[src/common/mmm_params.svh]
/*
  Size and width macros for the limb multiplier
*/
`ifndef MMM_PARAMS_SVH
`define MMM_PARAMS_SVH

// Number of limbs in each input operand
`define MMM_NUM_LIMBS 4

// Stored limb width, one bit wider than the weight step for redundant form
`define MMM_LIMB_BITS 17

// Weight step between neighbouring limbs
`define MMM_WORD_BITS 16

// Limb product plus one bit for square-mode doubling
`define MMM_PROD_BITS (2 * `MMM_LIMB_BITS + 1)

// Column sum width
// High part of a product plus 3 bits of headroom for the column height
`define MMM_COL_BITS (`MMM_PROD_BITS - `MMM_WORD_BITS + 3)

`endif

[src/common/mmm_pkg.sv]
/*
  Shared types of the limb multiplier
  Opcode enum, operand vectors, request, row product and result
*/
`include "mmm_params.svh"

package mmm_pkg;

  // Multiplier opcode
  typedef enum logic [1:0] {
    OP_MUL = 2'd0,  // A * B + C
    OP_SQR = 2'd1   // A * A + C, B ignored
  } mul_op_e;

  // One limb in redundant form
  typedef logic [`MMM_LIMB_BITS-1:0] limb_t;

  // One limb product, doubled in square mode off the diagonal
  typedef logic [`MMM_PROD_BITS-1:0] prod_t;

  // Operand vector, limb i carries weight 2^(16*i)
  typedef limb_t [`MMM_NUM_LIMBS-1:0] limb_vec_t;

  // Request as seen at the top level and after routing
  typedef struct packed {
    mul_op_e   op;
    limb_vec_t a;
    limb_vec_t b;
    limb_vec_t add;
  } mul_req_t;

  // Products of one row
  // Addition term travels along so it stays aligned with the products
  typedef struct packed {
    mul_op_e                      op;
    prod_t [`MMM_NUM_LIMBS-1:0] prod;
    limb_vec_t                    add;
  } row_prod_t;

  // Double-length result in the same redundant form
  typedef limb_t [2*`MMM_NUM_LIMBS-1:0] result_t;

endpackage

[src/hdl/operand_router.sv]
/*
  Feeder stage
  Registers the request and routes the B operand for the opcode
*/
`timescale 1ns/1ps

module operand_router (
  input                     i_clk,
  input                     i_rst,
  input                     i_valid,
  input  mmm_pkg::mul_req_t i_req,
  output logic              o_valid,
  output mmm_pkg::mul_req_t o_req
);

  import mmm_pkg::*;

  limb_vec_t routed_b;

  // Squaring feeds A on both sides so every row sees one operand pair
  always_comb begin
    if (i_req.op == OP_SQR) begin
      routed_b = i_req.a;
    end else begin
      routed_b = i_req.b;
    end
  end

  always_ff @(posedge i_clk) begin
    if (i_rst) begin
      o_valid <= 1'b0;
    end else begin
      o_valid <= i_valid;
    end
  end

  // Operands only load on a strobe
  always_ff @(posedge i_clk) begin
    if (i_valid) begin
      o_req.op  <= i_req.op;
      o_req.a   <= i_req.a;
      o_req.b   <= routed_b;
      o_req.add <= i_req.add;
    end
  end

endmodule

[config.mk]
export PLATFORM = sky130hd
export DESIGN_NAME = operand_router
export DESIGN_NICKNAME = d
export VERILOG_FILES = /design/src/common/mmm_pkg.sv /design/src/hdl/operand_router.sv
export VERILOG_INCLUDE_DIRS = /design/src /design/src/common
export SDC_FILE = /design/constraint.sdc
export NUM_CORES = 1
export LEC_CHECK = 0
export BUFFER_PORTS_ARGS = -buffer_cell sky130_fd_sc_hd__buf_2
export CAP_MARGIN = 30
export CORE_MARGIN = 2
export CORE_UTILIZATION = 25
export CTS_BUF_LIST = sky130_fd_sc_hd__clkbuf_4 sky130_fd_sc_hd__clkbuf_8 sky130_fd_sc_hd__clkbuf_16
export DETAILED_ROUTE_END_ITERATION = 6
export GPL_TIMING_DRIVEN = 0
export PLACE_DENSITY = 0.6
export SYNTH_ARGS = -nofsm -noshare
export SYNTH_HDL_FRONTEND = slang
export SYNTH_SLANG_ARGS = --single-unit
export TNS_END_PERCENT = 100
[constraint.sdc]
create_clock -name i_clk -period 3.52 [get_ports i_clk]
set_input_delay 0.176 -clock i_clk [delete_from_list [all_inputs] [get_ports i_clk]]
set_output_delay 0.176 -clock i_clk [all_outputs]
set_load 0.005 [all_outputs]
==> flow_summary.ini <==
[critical_path]
critPathTopFamily = buffers and inverters
required_ns = 3.79
arrival_ns = 1.81
crit_path_end_kind = flop
cp_max_fo = 10
critPathKind = input port to flop
crit_path_start_kind = input port
path_depth = 6
critical_path.slowest_cell = dlygate4sd3_1
path_buf_inv = 4
path_cells = dlygate4sd3_1 -> buf_2 -> nor2b_4 -> buf_6 -> buf_2 -> mux2_2
max_stage_delay_ns = 0.55
cpMostUsedCell = buf_2

[sta]
rsz0062_at_grt = no
finalSetupViolations = 0
hold_violations = 0
totalNegativeSetupSlack_ns = 0
slew_headroom_pct = 43.8
worstMarginPinSlew_ns = 0.843
period_minus_slack_ns = 1.55
hold_ws_ns = 0.0629
timing.final.crit_share_pct = 43.9
final_max_slew_viol_count = 0
fmax_mhz = 647

[flow_run]
cap_violations = 0

[global_routing]
grt_pass1_vias = 5770
grt_pass1_wl_um = 32400
grt_max_degree = 107
grt_overflow_total = 0
gr-usage-all-layers_pct = 13.8
antenna_found_initial = 0

[detailed_routing]
first_pass_iters = 4
wl_per_cell_um = 16.4
drc = 0
via_per_inst = 3.97
wl_um = 21800
antenna_left = 0
drtIter0Drc = 236
vias = 5270

[yosys]
synthCells = 285
yosys.area_share.adder_pct = 0
synth_compound_area_share_pct = 0
syn_avg_cell_area_um2 = 25.1
seq_area_frac_synth_pct = 86.9
synth.mux.area_fraction_pct = 11.8
netlist_area_um2 = 7140
synthXorXnorAreaFrac_pct = 0
synth_nets = 494
synth_top_family_by_area = multiplexers
ys_ff_latch = 207
ys_types = 9
synth_simple_gate_area_share_pct = 0.280
ys_warn_count = 0

[power]
ir_drop_v = 0.000293
powerDensity_nw_per_um2 = 491
p_total_mw = 6.18
p_leak_nw = 5.31

[finish]
final_area_um2 = 12600
drive_above_1_share_pct = 56.1
layout_common_cells = 418 x buf_2, 206 x dlygate4sd3_1, 206 x edfxtp_1
final_common_cell = buf_2
filler_cell_count = 2441
fin_util_pct = 45.0
nets = 1142
area.growth.synth_to_final_pct = 76.1
regArea_um2 = 6210
multi_input_area_um2 = 861

[clocking]
cts_buffer_depth = 3
clkTransAtPathRegs_ns = 0.06
cts_made_buffers = 24
cts.sinks = 207
cts_tree = yes
cts_resized = 0
h-tree-depth = 1
clk_root_buffer_cell = clkbuf_16

[placement]
port_buffers = 415
place_congestion = 0.800
placed_area_um2 = 9730
dpl.hpwl_um = 14200

[floorplanning]
die_y_um = 173
dieArea_um2 = 29900
die_x_um = 173
pin_count = 416
core-area_um2 = 27900
start_util_pct = 25.6
rows = 61

[worst_hold_path]
hold_end = o_req[135]
worstHoldStart = i_req[135]
holdPathStages = 2
worstHoldPathType = input port to flop

[status]
status = complete, no violations
area by class of cell:
type / instances / area share [%]
flip-flops and latches: 207 / 49.3
repair buffers: 622 / 33.2
multi-input cells: 70 / 6.85
clock buffers: 31 / 5.24
well taps: 378 / 3.76
clock inverters: 12 / 0.995
plain buffers: 8 / 0.577
diodes: 1 / 0.0199
metal layers:
layer | up-vias | track usage [%] | share of wire [%] | routed length, µm
li1 | 2451 | - | - | -
met2 | 273 | 25.2 | 52 | 11300
met1 | 2500 | 15.3 | 37 | 8130
met3 | 46 | 3.72 | 7.1 | 1550
met5 | - | 0 | 0 | 0
met4 | 0 | 5.61 | 3.8 | 834
cells in the mapped netlist:
cell type	instances	share of area [%]
edfxtp_1	206	87
mux2_2	48	7.6
mux2_4	20	4.2
buf_2	4	0.28
buf_6	2	0.32
buf_8	2	0.42
dfxtp_1	1	0.28
nor2b_1	1	0.088
nor2b_4	1	0.19
report_power, final:
part | internal (mW) | switching (mW)
clock network | 1.47 | 0.982
logic | 0.432 | 0.293
registers | 2.95 | 0.0487
total | 4.85 | 1.32
cells by family (layout without fill, tap and decap cells):
| group | Yosys count | in the layout |
|---|---|---|
| and+or+nand+nor | 2 | 2 |
| DFF | 207 | 207 |
| muxes | 68 | 68 |
| buffers and inverters | 8 | 673 |
| other | 0 | 1 |
through the flow:
stage / setup WS [ns] / cells
floorplan: 2.29 / 285
global placement: -0.551 / 1078
detailed placement: 1.79 / 1079
CTS: 1.98 / 1328
global route: 1.93 / 1328
finish: 1.97 / 1329
sequential cells by signal, indices dropped and copies added (netlist names):
name     count
o_req      206
o_valid      1
repair_timing:
| item | in CTS | in global routing |
|---|---|---|
| endpoints found under the hold margin | 206 | 0 |
| setup buffers | 0 | 0 |
| hold buffers | 206 | 0 |
worst max path at each step:
stage	endpoint	from
final	o_req[107]	i_req[205]
after CTS	o_req[107]	i_req[205]
after detailed placement	o_req[13]	i_valid
after floorplan	o_req[112]	i_req[204]
after global routing	o_req[107]	i_req[205]
after global placement	o_req[26]	i_valid
Power figures use the tool's default switching activity.
