===== src/common/mmm_params.svh =====
/*
  Size and width macros for the limb multiplier
*/
`ifndef MMM_PARAMS_SVH
`define MMM_PARAMS_SVH

// Number of limbs in each input operand
`define MMM_NUM_LIMBS 4

// Stored limb width, one bit wider than the weight step for redundant form
`define MMM_LIMB_BITS 17

// Weight step between neighbouring limbs
`define MMM_WORD_BITS 16

// Limb product plus one bit for square-mode doubling
`define MMM_PROD_BITS (2 * `MMM_LIMB_BITS + 1)

// Column sum width
// High part of a product plus 3 bits of headroom for the column height
`define MMM_COL_BITS (`MMM_PROD_BITS - `MMM_WORD_BITS + 3)

`endif


===== src/common/mmm_pkg.sv =====
/*
  Shared types of the limb multiplier
  Opcode enum, operand vectors, request, row product and result
*/
`include "mmm_params.svh"

package mmm_pkg;

  // Multiplier opcode
  typedef enum logic [1:0] {
    OP_MUL = 2'd0,  // A * B + C
    OP_SQR = 2'd1   // A * A + C, B ignored
  } mul_op_e;

  // One limb in redundant form
  typedef logic [`MMM_LIMB_BITS-1:0] limb_t;

  // One limb product, doubled in square mode off the diagonal
  typedef logic [`MMM_PROD_BITS-1:0] prod_t;

  // Operand vector, limb i carries weight 2^(16*i)
  typedef limb_t [`MMM_NUM_LIMBS-1:0] limb_vec_t;

  // Request as seen at the top level and after routing
  typedef struct packed {
    mul_op_e   op;
    limb_vec_t a;
    limb_vec_t b;
    limb_vec_t add;
  } mul_req_t;

  // Products of one row
  // Addition term travels along so it stays aligned with the products
  typedef struct packed {
    mul_op_e                      op;
    prod_t [`MMM_NUM_LIMBS-1:0] prod;
    limb_vec_t                    add;
  } row_prod_t;

  // Double-length result in the same redundant form
  typedef limb_t [2*`MMM_NUM_LIMBS-1:0] result_t;

endpackage


===== src/multiplier/limb_product_row.sv =====
/*
  One row of limb products
  Limb ROW of A times every limb of B, triangle skip and doubling for squares
*/
`timescale 1ns/1ps
`include "mmm_params.svh"

module limb_product_row #(
  parameter int ROW = 0
) (
  input                      i_clk,
  input                      i_rst,
  input                      i_valid,
  input  mmm_pkg::mul_req_t  i_req,
  output logic               o_valid,
  output mmm_pkg::row_prod_t o_row
);

  import mmm_pkg::*;

  localparam int NL = `MMM_NUM_LIMBS;

  prod_t [NL-1:0] prod_d;

  always_comb begin
    logic [2*`MMM_LIMB_BITS-1:0] full;
    for (int j = 0; j < NL; j++) begin
      full = i_req.a[ROW] * i_req.b[j];
      if (i_req.op == OP_SQR && j < ROW) begin
        // Mirrored pair in row j already covers this one, doubled
        prod_d[j] = '0;
      end else if (i_req.op == OP_SQR && j > ROW) begin
        prod_d[j] = {full, 1'b0};
      end else begin
        prod_d[j] = {1'b0, full};
      end
    end
  end

  always_ff @(posedge i_clk) begin
    if (i_rst) begin
      o_valid <= 1'b0;
    end else begin
      o_valid <= i_valid;
    end
  end

  always_ff @(posedge i_clk) begin
    if (i_valid) begin
      o_row.op   <= i_req.op;
      o_row.prod <= prod_d;
      o_row.add  <= i_req.add;
    end
  end

endmodule


===== config.mk =====
export PLATFORM = sky130hd
export DESIGN_NAME = limb_product_row
export DESIGN_NICKNAME = d
export VERILOG_FILES = /design/src/common/mmm_pkg.sv /design/src/multiplier/limb_product_row.sv
export VERILOG_INCLUDE_DIRS = /design/src /design/src/common
export SDC_FILE = /design/constraint.sdc
export NUM_CORES = 2
export LEC_CHECK = 0
export ABC_CLOCK_PERIOD_IN_PS = 12500
export BUFFER_PORTS_ARGS = -buffer_cell sky130_fd_sc_hd__buf_2
export CORE_UTILIZATION = 65
export CTS_CLUSTER_SIZE = 40
export DETAILED_ROUTE_END_ITERATION = 10
export GPL_TIMING_DRIVEN = 0
export PLACE_DENSITY = 0.88
export SYNTH_ARGS = -nofsm -noshare
export SYNTH_HDL_FRONTEND = slang
export SYNTH_SLANG_ARGS = --single-unit

===== constraint.sdc =====
create_clock -name i_clk -period 12.5 [get_ports i_clk]
set_input_delay 1.25 -clock i_clk [delete_from_list [all_inputs] [get_ports i_clk]]
set_output_delay 1.25 -clock i_clk [all_outputs]
set_load 0.02 [all_outputs]

==> reports/metrics.yaml <==
synth:
  synth-seq-cells: 210
  synth.top_cell.area_share: 0.390
  synth_area_sq_um: 46000
  seq_area_frac_synth: 0.137
  async_flop_share: 0
  synthCells: 5004
  synth_edf_count: 209
  synth_area_leaders: "fa_1 (39%), edfxtp_1 (14%), ha_1 (12%)"
  synth_nets: 6541
  synth_area_per_cell_sq_um: 9.18
  synth_xor_area_frac: 0.0223
  ys_warn_count: 0
  synth_fa_ha_area_frac: 0.508
  synth.largest_area_cell: "fa_1"
  synth_top_family_by_area: "adder cells"
  synth.area.mux_share: 0.00210
  ys.flop_type: "edfxtp_1"
  synth-compound-area-share: 0.0586
  yosys.area_share.simple: 0.159
  synth_cell_types: 77
cells_and_area:
  finalNetCount: 6904
  final_cell_mix: "inv_1 (1,123), fa_1 (896), nand2_1 (865)"
  ff_latch_area_sq_um: 6300
  final_common_cell: "inv_1"
  fillers: 5309
  drive_gt1_frac: 0.0745
  area_growth_pct: 8.00
  multi_input_area_sq_um: 34500
setup_path:
  critPathLaunch: "i_req[151]"
  crit_fanout: 10
  worst_setup_path_start_kind: "input port"
  end_kind: "register"
  cp.required_ns: 12.80
  crit_arrival_ns: 9.09
  worst-setup-path-type: "in2reg"
run:
  maxCapViolCount: 1
min_path:
  hold_path_depth: 1
  min_from: "i_req[18]"
  hp-class: "in2reg"
floorplanning:
  die_h_um: 268
  die_w_um: 268
  io_pins: 420
  die-area_sq_um: 71800
  num_rows: 97
  core_region_area_sq_um: 70000
  start_util: 0.656
clock_network:
  cts_tree: "yes"
  cts_hold_buf: 0
  cts_buffers: 24
  cts_sinks: 210
  ctsResizeCount: 0
  cts-root-buf: "clkbuf_16"
  clk_path_buf_depth: 3
  clk_pin_slew_ns: 0.06
  cts_setup_buffers: 0
  htreeDepth: 1
routing:
  drtPass1Iterations: 8
  drcViolationCount: 0
  wl_um: 141000
  dr_total_vias: 37000
  drtIter0Drc: 3769
  wl_per_cell_um: 22.2
  viasPerCell: 5.85
  postRouteAntennaNets: 0
grt:
  grt_use_total: 0.401
  grt_pass1_wl_um: 213000
  grt_pass1_vias: 38100
  grt_max_degree: 116
  antenna_found_initial: 22
  overflow: 0
status:
  failed_checks: "max-capacitance violations"
  outcome: "finished, violations left"
timing:
  fin_hold_ws_ns: 0.818
  period_needed_ns: 8.79
  finalMaxSlewViolations: 0
  setup_viol: 0
  max_freq_ghz: 0.114
  timing.final.hold_violations: 0
  maxSlewHeadroom: 0.00712
  tightestPinTransition_ns: 1.49
  layout_setup_ws_ns: 3.71
  post-route-period-util: 0.703
  finalSetupTns_ns: 0
  rsz0062_at_grt: "no"
place:
  dp_slack_ns: 3.51
  place.gp.congestion: 1.02
  hpwl_um: 113000
  port_buffers: 335
[routing by layer]
layer / routed length (um) / vias to the layer above / global-route usage
met3: 17700 / 615 / 0.103
li1: - / 15800 / -
met5: 50 / - / 0
met1: 48400 / 18300 / 0.498
met2: 62700 / 2358 / 0.617
met4: 11700 / 8 / 0.275
[cells in the mapped netlist (all sizes together) (59+ instances only)]
master  count
inv      1123
fa        896
nand2     865
and2      499
ha        432
clkbuf    239
edfxtp    209
a21oi     125
o21ai     107
xnor2      72
nor2       68
a21o       59
[kinds of logic (layout without fill, tap and decap cells)]
logic type,count (synthesis),in the layout
and+or+nand+nor,1547,1547
DFF,210,210
other,1,14
buffers and inverters,1377,1754
muxes,9,9
adders and majority gates,1328,1328
xor gates and xnor gates,117,117
AOI/OAI and AO/OA,415,415
[sequential cells by signal (all words and copies together), names as in the netlist]
name,flops
o_row,209
o_valid,1
[critical path, cell delays in order]
cell and delay [ns]:
clkbuf_1 1.03, clkbuf_1 0.66, nand2_1 0.21, fa_1 0.55, fa_1 0.54, inv_1 0.06, fa_1 0.53, fa_1 0.48
fa_1 0.51, inv_1 0.05, fa_1 0.48, inv_1 0.04, ha_1 0.25, clkbuf_1 0.37, nand4_1 0.16, a2111oi_0 0.32
o21ai_0 0.32, a21boi_0 0.37, o22ai_1 0.22, o21ai_0 0.25, o22ai_1 0.13, xor2_1 0.19, mux2i_1 0.10
[cell type report]
class | count | share of cell area
plain buffers | 254 | 0.0194
clock inverters | 9 | 0.00209
clock buffers | 31 | 0.0128
inverters | 1123 | 0.0849
multi-input cells | 3417 | 0.695
well taps | 940 | 0.0237
repair buffers | 337 | 0.0348
flip-flops and latches | 210 | 0.127
diodes | 13 | 0.000655
[per-stage QoR]
stage | cells | utilization | instance area (sq um)
after CTS | 6320 | 0.708 | 49600
after global placement | 6279 | 0.697 | 48800
after global routing | 6326 | 0.709 | 49600
after floorplan | 5004 | - | 46000
final | 6334 | 0.709 | 49600
after detailed placement | 6280 | 0.698 | 48900
[path summary, 6_finish.rpt]
kind,endpoint,slack (ns)
setup / recovery,o_row[170]$_DFFE_PP_,3.71
hold / removal,o_row[18]$_DFFE_PP_,0.82
Power is not shown: default switching activity piles up to over one toggle a cycle in this logic, so the estimate is an artifact.
