[src/common/mmm_params.svh]
/*
  Size and width macros for the limb multiplier
*/
`ifndef MMM_PARAMS_SVH
`define MMM_PARAMS_SVH

// Number of limbs in each input operand
`define MMM_NUM_LIMBS 4

// Stored limb width, one bit wider than the weight step for redundant form
`define MMM_LIMB_BITS 17

// Weight step between neighbouring limbs
`define MMM_WORD_BITS 16

// Limb product plus one bit for square-mode doubling
`define MMM_PROD_BITS (2 * `MMM_LIMB_BITS + 1)

// Column sum width
// High part of a product plus 3 bits of headroom for the column height
`define MMM_COL_BITS (`MMM_PROD_BITS - `MMM_WORD_BITS + 3)

`endif

[src/common/mmm_pkg.sv]
/*
  Shared types of the limb multiplier
  Opcode enum, operand vectors, request, row product and result
*/
`include "mmm_params.svh"

package mmm_pkg;

  // Multiplier opcode
  typedef enum logic [1:0] {
    OP_MUL = 2'd0,  // A * B + C
    OP_SQR = 2'd1   // A * A + C, B ignored
  } mul_op_e;

  // One limb in redundant form
  typedef logic [`MMM_LIMB_BITS-1:0] limb_t;

  // One limb product, doubled in square mode off the diagonal
  typedef logic [`MMM_PROD_BITS-1:0] prod_t;

  // Operand vector, limb i carries weight 2^(16*i)
  typedef limb_t [`MMM_NUM_LIMBS-1:0] limb_vec_t;

  // Request as seen at the top level and after routing
  typedef struct packed {
    mul_op_e   op;
    limb_vec_t a;
    limb_vec_t b;
    limb_vec_t add;
  } mul_req_t;

  // Products of one row
  // Addition term travels along so it stays aligned with the products
  typedef struct packed {
    mul_op_e                      op;
    prod_t [`MMM_NUM_LIMBS-1:0] prod;
    limb_vec_t                    add;
  } row_prod_t;

  // Double-length result in the same redundant form
  typedef limb_t [2*`MMM_NUM_LIMBS-1:0] result_t;

endpackage

[src/multiplier/column_reducer.sv]
/*
  Drain stage
  Splits products into columns, adds the addition term, sums each column,
  runs one carry pass and registers the result
*/
`timescale 1ns/1ps
`include "mmm_params.svh"

module column_reducer (
  input                          i_clk,
  input                          i_rst,
  input                          i_valid,
  input  mmm_pkg::row_prod_t     i_rows [`MMM_NUM_LIMBS],
  output logic                   o_valid,
  output mmm_pkg::result_t       o_result
);

  import mmm_pkg::*;

  localparam int NL = `MMM_NUM_LIMBS;
  localparam int NC = 2 * `MMM_NUM_LIMBS;
  localparam int LB = `MMM_LIMB_BITS;
  localparam int WB = `MMM_WORD_BITS;
  localparam int PB = `MMM_PROD_BITS;
  localparam int CB = `MMM_COL_BITS;

  // Zero padding from each term width up to the column width
  localparam int LO_PAD  = CB - WB;
  localparam int HI_PAD  = CB - (PB - WB);
  localparam int ADD_PAD = CB - LB;

  // Padding of a column carry up to a limb
  localparam int CY_PAD = LB - (CB - WB);

  logic [CB-1:0] col_sum [NC];
  result_t       carry_d;

  // Column sums
  // Low half of product (r,j) lands in column r+j, the rest in column r+j+1
  always_comb begin
    for (int k = 0; k < NC; k++) begin
      col_sum[k] = '0;
    end

    for (int r = 0; r < NL; r++) begin
      for (int j = 0; j < NL; j++) begin
        col_sum[r+j] = col_sum[r+j] +
                       {{LO_PAD{1'b0}}, i_rows[r].prod[j][WB-1:0]};
        col_sum[r+j+1] = col_sum[r+j+1] +
                         {{HI_PAD{1'b0}}, i_rows[r].prod[j][PB-1:WB]};
      end
    end

    // All rows carry the same addition term, row 0 is taken
    for (int i = 0; i < NL; i++) begin
      col_sum[i] = col_sum[i] + {{ADD_PAD{1'b0}}, i_rows[0].add[i]};
    end
  end

  // Single carry pass
  // Each limb keeps its low 16 bits plus the overflow of the column below
  always_comb begin
    carry_d[0] = {1'b0, col_sum[0][WB-1:0]};
    for (int k = 1; k < NC; k++) begin
      carry_d[k] = {1'b0, col_sum[k][WB-1:0]} +
                   {{CY_PAD{1'b0}}, col_sum[k-1][CB-1:WB]};
    end
    // Overflow of the top column falls outside the result width
  end

  always_ff @(posedge i_clk) begin
    if (i_rst) begin
      o_valid <= 1'b0;
    end else begin
      o_valid <= i_valid;
    end
  end

  always_ff @(posedge i_clk) begin
    if (i_valid) begin
      o_result <= carry_d;
    end
  end

endmodule

[config.mk]
export PLATFORM = sky130hd
export DESIGN_NAME = column_reducer
export DESIGN_NICKNAME = d
export VERILOG_FILES = /design/src/common/mmm_pkg.sv /design/src/multiplier/column_reducer.sv
export VERILOG_INCLUDE_DIRS = /design/src /design/src/common
export SDC_FILE = /design/constraint.sdc
export NUM_CORES = 1
export LEC_CHECK = 0
export BUFFER_PORTS_ARGS = -buffer_cell sky130_fd_sc_hd__buf_2
export CAP_MARGIN = 20
export CELL_PAD_IN_SITES_DETAIL_PLACEMENT = 1
export CELL_PAD_IN_SITES_GLOBAL_PLACEMENT = 2
export CORE_AREA = 2 2 378 380
export DETAILED_ROUTE_END_ITERATION = 12
export DIE_AREA = 0 0 380 382
export GPL_TIMING_DRIVEN = 1
export HOLD_SLACK_MARGIN = 0.02
export PLACE_DENSITY_LB_ADDON = 0.1
export SLEW_MARGIN = 20
export SYNTH_ARGS = -nofsm -noshare
export SYNTH_HDL_FRONTEND = slang
export SYNTH_SLANG_ARGS = --single-unit
[constraint.sdc]
create_clock -name i_clk -period 7.9 [get_ports i_clk]
set_input_delay 1.185 -clock i_clk [delete_from_list [all_inputs] [get_ports i_clk]]
set_output_delay 1.185 -clock i_clk [all_outputs]
set_load 0.005 [all_outputs]
==> key figures, run 1 <==
Synthesis
  – Mapped cell area: about 23000 um2
  – Mux cell area share after synthesis: 0.178%
  – Main combinational cell family by area after synthesis: adder cells
  – Cells after Synth: about 2300
  – XOR/XNOR Fraction of Synth Area: about 7.5%
  – Most used DFF post-synth: edfxtp_1
  – Synth Area per Inst: 9.74 um2
  – Register area share after synthesis: 18.1%
  – Share of async-settable or async-resettable flops after synthesis: 0%
  – Warnings from Yosys: 0
  – Distinct cells, synth: 80
  – Syn Nets: roughly 3700
  – Register bit total from synthesis: roughly 140
  – Number of flops mapped to enable cells by yosys: 135
  – Simple-gate area share of the yosys netlist: between 8 and 9%
  – Synth Area in Adders: around 43%
  – Synth Area in Compound Gates: a little under an eighth

Hold path
  – WHS Endpoint: o_valid
  – WHS Path Cells: 2
  – Hold crit path type: primary input to flip-flop
  – Hold Startpoint: i_rst

Critical path
  – Cell mode on critical path: fa_1
  – Slowest stage delay, CP: around 0.66 ns
  – CP Capture Type: flip-flop
  – Slowest CP cell: fa_1
  – Worst path arrival time: a little under 8 ns
  – CP startpoint kind: primary input
  – WP data required: just over 8 ns
  – Crit path max fanout: 3
  – Kind of critical path: primary input to flip-flop

Routing
  – Via count: ~19000
  – Iter 0 DRT Violations: around 530
  – Routed vias/inst: 3.76
  – Metal-1 WL: 40.6 mm
  – Met3 Routed Length: between 7 and 8 mm
  – Met2 WL: ~43 mm
  – Routed wire length: 92.1 mm
  – WL/cell: ~18 um
  – DRC Markers: 0
  – Antenna Nets Post-Route: 0
  – DR top layer: met5
  – First drt pass iteration count: 4

Power
  – Maximum vdd drop: 202 uV
  – Reg power frac: 12.7%
  – Switching share of power: between 40% and 50%
  – NetSw: ~6400 uW
  – Clock Power Share: under 10%
  – Combinational Power Share: roughly 80%
  – P_leak: around 0.015 uW
  – Pint: roughly 6500 uW
  – Power Density: between 400 and 500 nW/um2

GRT
  – Maximum number of pins on one net before global-route repair: between 50 and 60
  – First-pass GRT wire length: 138 mm
  – Initial antenna violation count: 33
  – Total GRT Usage: between 10% and 20%
  – Vias in the first global route: 21991
  – Grt ovf: 0

Floorplan
  – Initial Util: approximately 16%
  – Io pins: approximately 1000
  – Die height: about 380 um
  – Die width: between 300 and 400 um
  – Core area: roughly 140000 um2
  – Die area: 145000 um2
  – Number of core rows: approximately 140

Clock network
  – # H-tree levels: 4
  – Root Driver: clkbuf_16
  – Cts hold-fix bufs: 0
  – Setup Buffers After CTS: 0
  – Clock slew at reported path FFs: around 0.07 ns
  – CTS Sinks: roughly 140
  – CTS tree: done
  – Max clock buf depth: 2
  – Cts bufs inserted: 17

Outcome
  – Status: completed

Timing
  – Slew headroom: a little over two fifths
  – RSZ-0062 raised after global routing: false
  – Max Freq: 133 MHz
  – Final setup viols: 0
  – Worst-Margin Slew: ~0.86 ns
  – Final min period: about 7.5 ns
  – Pins Over Slew Limit: 0
  – Final period util: a little over nine tenths
  – Fin. Hold Viols: 0

Cells and area
  – Nets: around 4500
  – Area of the multi-input gates: around 16000 um2
  – Sequential Area: approximately 4100 um2
  – Fin util: about a fifth
  – Fill count: ~17000
  – Area Overhead vs Synth: 31.4%
  – Finished Layout Cells: between 5000 and 6000
  – Layout cell share with drive strength beyond 1: approximately 28%

Placed design
  – DP Cell Count: ~5000
  – Post-detail-place hpwl: 84.9 mm
  – RD Place Congestion: slightly below 0.9
  – I/O Buffers: 763

Run
  – MaxCap Viol Count: 0
cell usage after synthesis, drive strengths merged, types with 18 or more instances:
cell type | n | area share (%)
o21a | 27 | 0.90
edfxtp | 135 | 18
a211oi | 21 | 0.74
nand3 | 36 | 0.82
a21o | 50 | 1.7
ha | 209 | 12
o21bai | 18 | 0.60
nand2 | 74 | 1.2
o21ai | 57 | 1.3
nor2b | 20 | 0.56
inv | 662 | 11
xnor2 | 131 | 5.1
xor2 | 61 | 2.4
fa | 358 | 32
nor3 | 33 | 0.78
nand4 | 19 | 0.53
nor2 | 80 | 1.3
a21oi | 105 | 2.3
and3 | 20 | 0.56
cell type report:
class                           count  share of cell area [%]
Inverter                          662                    8.39
Antenna cell                        6                  0.0507
Sequential cell                   136                    13.8
Clock inverter                     15                   0.596
Timing Repair Buffer              804                    14.0
Multi-Input combinational cell   1499                    53.8
Tap cell                         1890                    7.99
Clock buffer                       17                    1.44
metal layers:
metal / vias up / GRT usage, %
li1: 9005 / -
met1: 9272 / 15.8
met2: 553 / 21.0
met3: 51 / 5.06
met4: 28 / 2.11
met5: - / 0
registers in the layout, indices dropped and copies added (netlist names):
register / cells
o_result: 135
o_valid: 1
cells in the final DEF (no fill, tap or decap), types with 6 or more instances in the layout:
cell and count:
fa_1 358, ha_1 209, and2_1 9, diode_2 6, nor3b_1 7, clkbuf_16 17
xor2_1 61, buf_2 762, a21oi_1 104, nand2b_1 16, a21o_1 50, o31ai_1 11
o211ai_1 11, edfxtp_1 135, nor2b_1 20, nor3_1 32, a31o_2 7, and3_1 20
o21ai_0 55, nand3_1 35, o21bai_1 18, nor4_1 6, a221oi_1 6, buf_4 41
xnor2_1 131, and4_1 6, o21a_1 26, a211oi_1 18, nand2_1 74, a31oi_1 10
nor2_1 80, inv_1 662, nand4_1 19, or3_1 6, a211o_1 7
cells by family (layout without fill, tap and decap cells):
logic type	count (synthesis)	in the layout
buffers and inverters	679	1498
adders and majority gates	567	567
AOI/OAI and AO/OA	379	379
and+or+nand+nor	356	356
xor gates and xnor gates	192	192
DFF	136	136
muxes	4	4
other	1	7
worst max-delay path by stage:
stage | to | startpoint | depth (start not counted)
final | o_result[93] | i_rows[353] | 28
after detailed placement | o_result[93] | i_rows[354] | 28
after floorplan | o_result[93] | i_rows[354] | 26
after global routing | o_result[83] | i_rows[70] | 27
after CTS | o_result[93] | i_rows[86] | 26
after global placement | o_result[93] | i_rows[86] | 28
worst max-delay path, delay by kind of cell:
kind / cells / cell delay [ns]
buffers and inverters: 7 / 0.59
AO/OA/AOI/OAI: 11 / 2.48
adder cells (fa/ha/maj): 7 / 3.21
AND/OR/NAND/NOR: 1 / 0.08
XOR/XNOR: 2 / 0.22
power by group through the flow:
stage               Combinational [uW]  Clock (uW)  Sequential (uW)
global route                     11800         978             1660
global placement                 10500           0             1640
CTS                              10600         975             1640
finish                           10300         909             1630
detailed placement               10600           0             1650
floorplan                         6840           0             1680
timing repair:
| item | in CTS | in global routing |
|---|---|---|
| endpoints found under the hold margin | 0 | 0 |
| endpoints found under the setup margin | 0 | 1 |
| gates resized for setup | 0 | 7 |
stage by stage:
step | cell area, um2 | setup TNS [ns] | hold slack, ns | setup slack (ns) | total power [uW]
detailed placement | 29000 | -1.81 | 1.34 | -0.361 | 12200
CTS | 29600 | 0 | 0.747 | 0.180 | 13300
global placement | 29000 | -1.85 | 1.34 | -0.360 | 12100
floorplan | 22500 | 0 | 1.26 | 0.596 | 8520
finish | 29600 | 0 | 0.821 | 0.366 | 12900
global route | 29600 | 0 | 0.779 | 0.000671 | 14500
No activity file was read; power rests on OpenSTA's default activity.
==> inputs of run 2 (changes only) <==
- RECOVER_POWER: not set -> 50
- clock period: 7.9 -> 7.3 ns (I/O delays scaled with it)
==> run 2 against run 1 <==
Compared with the run above: first-iteration DRC count increased by 0.19%; clock power increased by 0.4%; final cell count increased by 1.2%; critical path type unchanged; wire length increased by 0.58%; combinational power increased by 19%; the run now ends with max-capacitance violations, max-slew violations left; power increased by 16%; sequential share of layout area decreased by 0.23 points; largest power group unchanged; setup slack got worse by 0.18 ns; cell area increased by 1.7%; die area unchanged; worst hold slack got worse by 0.087 ns; flip-flop and latch count unchanged.
==> key figures, run 2 (synthesized netlist as in run 1, its figures left out) <==
Cells and area
  – Commonest non-fill, non-tap cell in the layout: buf_2 (unchanged)
  – Fill count: 16650 (was 16634)
  – Biggest regs: o_result: 135 flops, o_valid: 1 flops (unchanged)
  – Largest register FFs: 135 (unchanged)
  – Layout cell share with drive strength beyond 1: 27.9% (was 27.6%)
  – Nets: 4585 (was 4530)
  – Most flops, register: o_result (unchanged)
  – Highest-count cells in the layout ignoring fill and taps: 706 x buf_2, 661 x inv_1, 353 x fa_1, 209 x ha_1, 135 x edfxtp_1 (was 762 x buf_2, 662 x inv_1, 358 x fa_1, 209 x ha_1, 135 x edfxtp_1)
  – Area Overhead vs Synth: 33.6% (was 31.4%)

Timing
  – Final period util: roughly 100%
  – Final setup viols: 0 (unchanged)
  – Slew headroom: -174% (was 42.8%)
  – Worst-Margin Slew: 4.11 ns (was 0.859 ns)
  – Fin. Hold Viols: 0 (unchanged)
  – Max Freq: ~140 MHz
  – Worst hold slack: 0.734 ns (was 0.821 ns)
  – Final min period: 7.11 ns
  – Setup TNS: 0 ns (unchanged)
  – Pins Over Slew Limit: 142 (was 0)
  – RSZ-0062 raised after global routing: true (was false)

Power
  – Pint: 7670 uW (was 6480 uW)
  – Clock Power Share: 6.1% (was 7.1%)
  – Reg power frac: 11.8% (was 12.7%)
  – Maximum vdd drop: 236 uV (was 202 uV)
  – P_leak: 0.0150 uW (was 0.0149 uW)
  – Combinational Power Share: 82.1% (was 80.3%)
  – NetSw: 7310 uW (was 6390 uW)
  – Switching share of power: 48.8% (was 49.6%)
  – Power Density: 497 nW/um2 (was 435 nW/um2)

Placed design
  – Post-detail-place hpwl: 85.5 mm (was 84.9 mm)
  – I/O Buffers: 763 (unchanged)
  – RD Place Congestion: 0.875 (was 0.880)

Floorplan
  – Die height: 382 um (unchanged)
  – Initial Util: 16.0% (unchanged)
  – Core area: 141000 um2 (unchanged)
  – Die width: 380 um (unchanged)
  – Die area: 145000 um2 (unchanged)
  – Number of core rows: 138 (unchanged)
  – Io pins: 980 (unchanged)

Critical path
  – Slowest stage delay, CP: 0.63 ns (was 0.66 ns)
  – CP Capture Type: flip-flop (unchanged)
  – CP top delay family: adder cells (unchanged)
  – Slowest CP cell: fa_1 (unchanged)
  – Levels on crit path: 27 (was 28)
  – Kind of critical path: primary input to flip-flop (unchanged)
  – WP data required: 7.56 ns (was 8.17 ns)
  – Worst Path Buf+Inv: 5 (was 7)
  – Worst path arrival time: 7.38 ns (was 7.80 ns)
  – CP startpoint kind: primary input (unchanged)
  – Crit path max fanout: 3 (unchanged)

Routing
  – Routed wire length: 92.6 mm (was 92.1 mm)
  – Antenna Nets Post-Route: 0 (unchanged)
  – First drt pass iteration count: 4 (unchanged)
  – WL/cell: 18.2 um (was 18.3 um)
  – DRC Markers: 0 (unchanged)
  – Via count: 19101 (was 18909)
  – Routed vias/inst: 3.75 (was 3.76)
  – Iter 0 DRT Violations: 535 (was 534)

GRT
  – Vias in the first global route: 22470 (was 21991)
  – Total GRT Usage: 12.9% (was 12.7%)
  – Maximum number of pins on one net before global-route repair: 56 (was 52)
  – First-pass GRT wire length: 140 mm (was 138 mm)
  – Grt ovf: 0 (unchanged)
  – Initial antenna violation count: 33 (unchanged)

Clock network
  – Root Driver: clkbuf_16 (unchanged)
  – CTS tree: done (unchanged)
  – # H-tree levels: 4 (unchanged)
  – CTS Sinks: 136 (unchanged)
  – Clock slew at reported path FFs: 0.07 ns (about the same)
  – Max clock buf depth: 2 (unchanged)
  – Cts bufs inserted: 17 (unchanged)
  – Cts hold-fix bufs: 0 (unchanged)

Hold path
  – WHS Path Cells: 2 (unchanged)
  – Hold crit path type: primary input to flip-flop (unchanged)

Run
  – MaxCap Viol Count: 3 (was 0)

Outcome
  – Failing checks: max-capacitance violations, max-slew violations
  – Status: finished with violations (was completed)
==> run 2: layout make-up <==
cell class	instances	area (um2)	share of cell area [%]
Antenna cell	12	30.0	0.0997
Clock buffer	17	425	1.41
Clock inverter	15	134	0.445
Inverter	662	2480	8.25
Multi-Input combinational cell	1499	16100	53.6
Sequential cell	136	4070	13.5
Tap cell	1890	2360	7.85
Timing Repair Buffer	859	4460	14.8
==> run 2: through the flow <==
step	setup slack, ns	utilization (%)	std cells	power (uW)	instance area [um2]
after floorplan	0.0862	-	2314	9220	22500
after global placement	-0.842	20.8	5043	13800	29400
after detailed placement	-0.834	20.8	5043	13900	29400
after CTS	-0.0118	21.3	5077	15100	30000
after global routing	-0.0654	21.4	5079	16700	30100
final	0.186	21.4	5090	15000	30100
==> run 2: power by group through the flow <==
stage          logic (uW)  registers (uW)  clock network, uW
2_1_floorplan        7400            1810                  0
3_3_place_gp        12100            1780                  0
3_5_place_dp        12200            1780                  0
4_1_cts             12400            1770                975
5_1_grt             13900            1810                986
6_report            12300            1770                913
==> run 2: what timing repair did <==
item | CTS | global route
buffers inserted | 2 | 1
cloned | 0 | 0
pin swaps | 6 | 13
gates resized for setup | 13 | 35
setup endpoints to repair | 12 | 21
==> run 2: final timing paths <==
path	start	endpoint
hold / removal	i_rst	o_valid
setup / recovery	i_rows[86]	o_result[93]
==> run 2: layer usage <==
metal	vias to the layer above	part of all wire [%]	GRT usage [%]
li1	9126	-	-
met1	9330	44	16.3
met2	556	46	21.0
met3	63	8.0	4.56
met4	26	1.3	2.61
met5	-	0.18	0
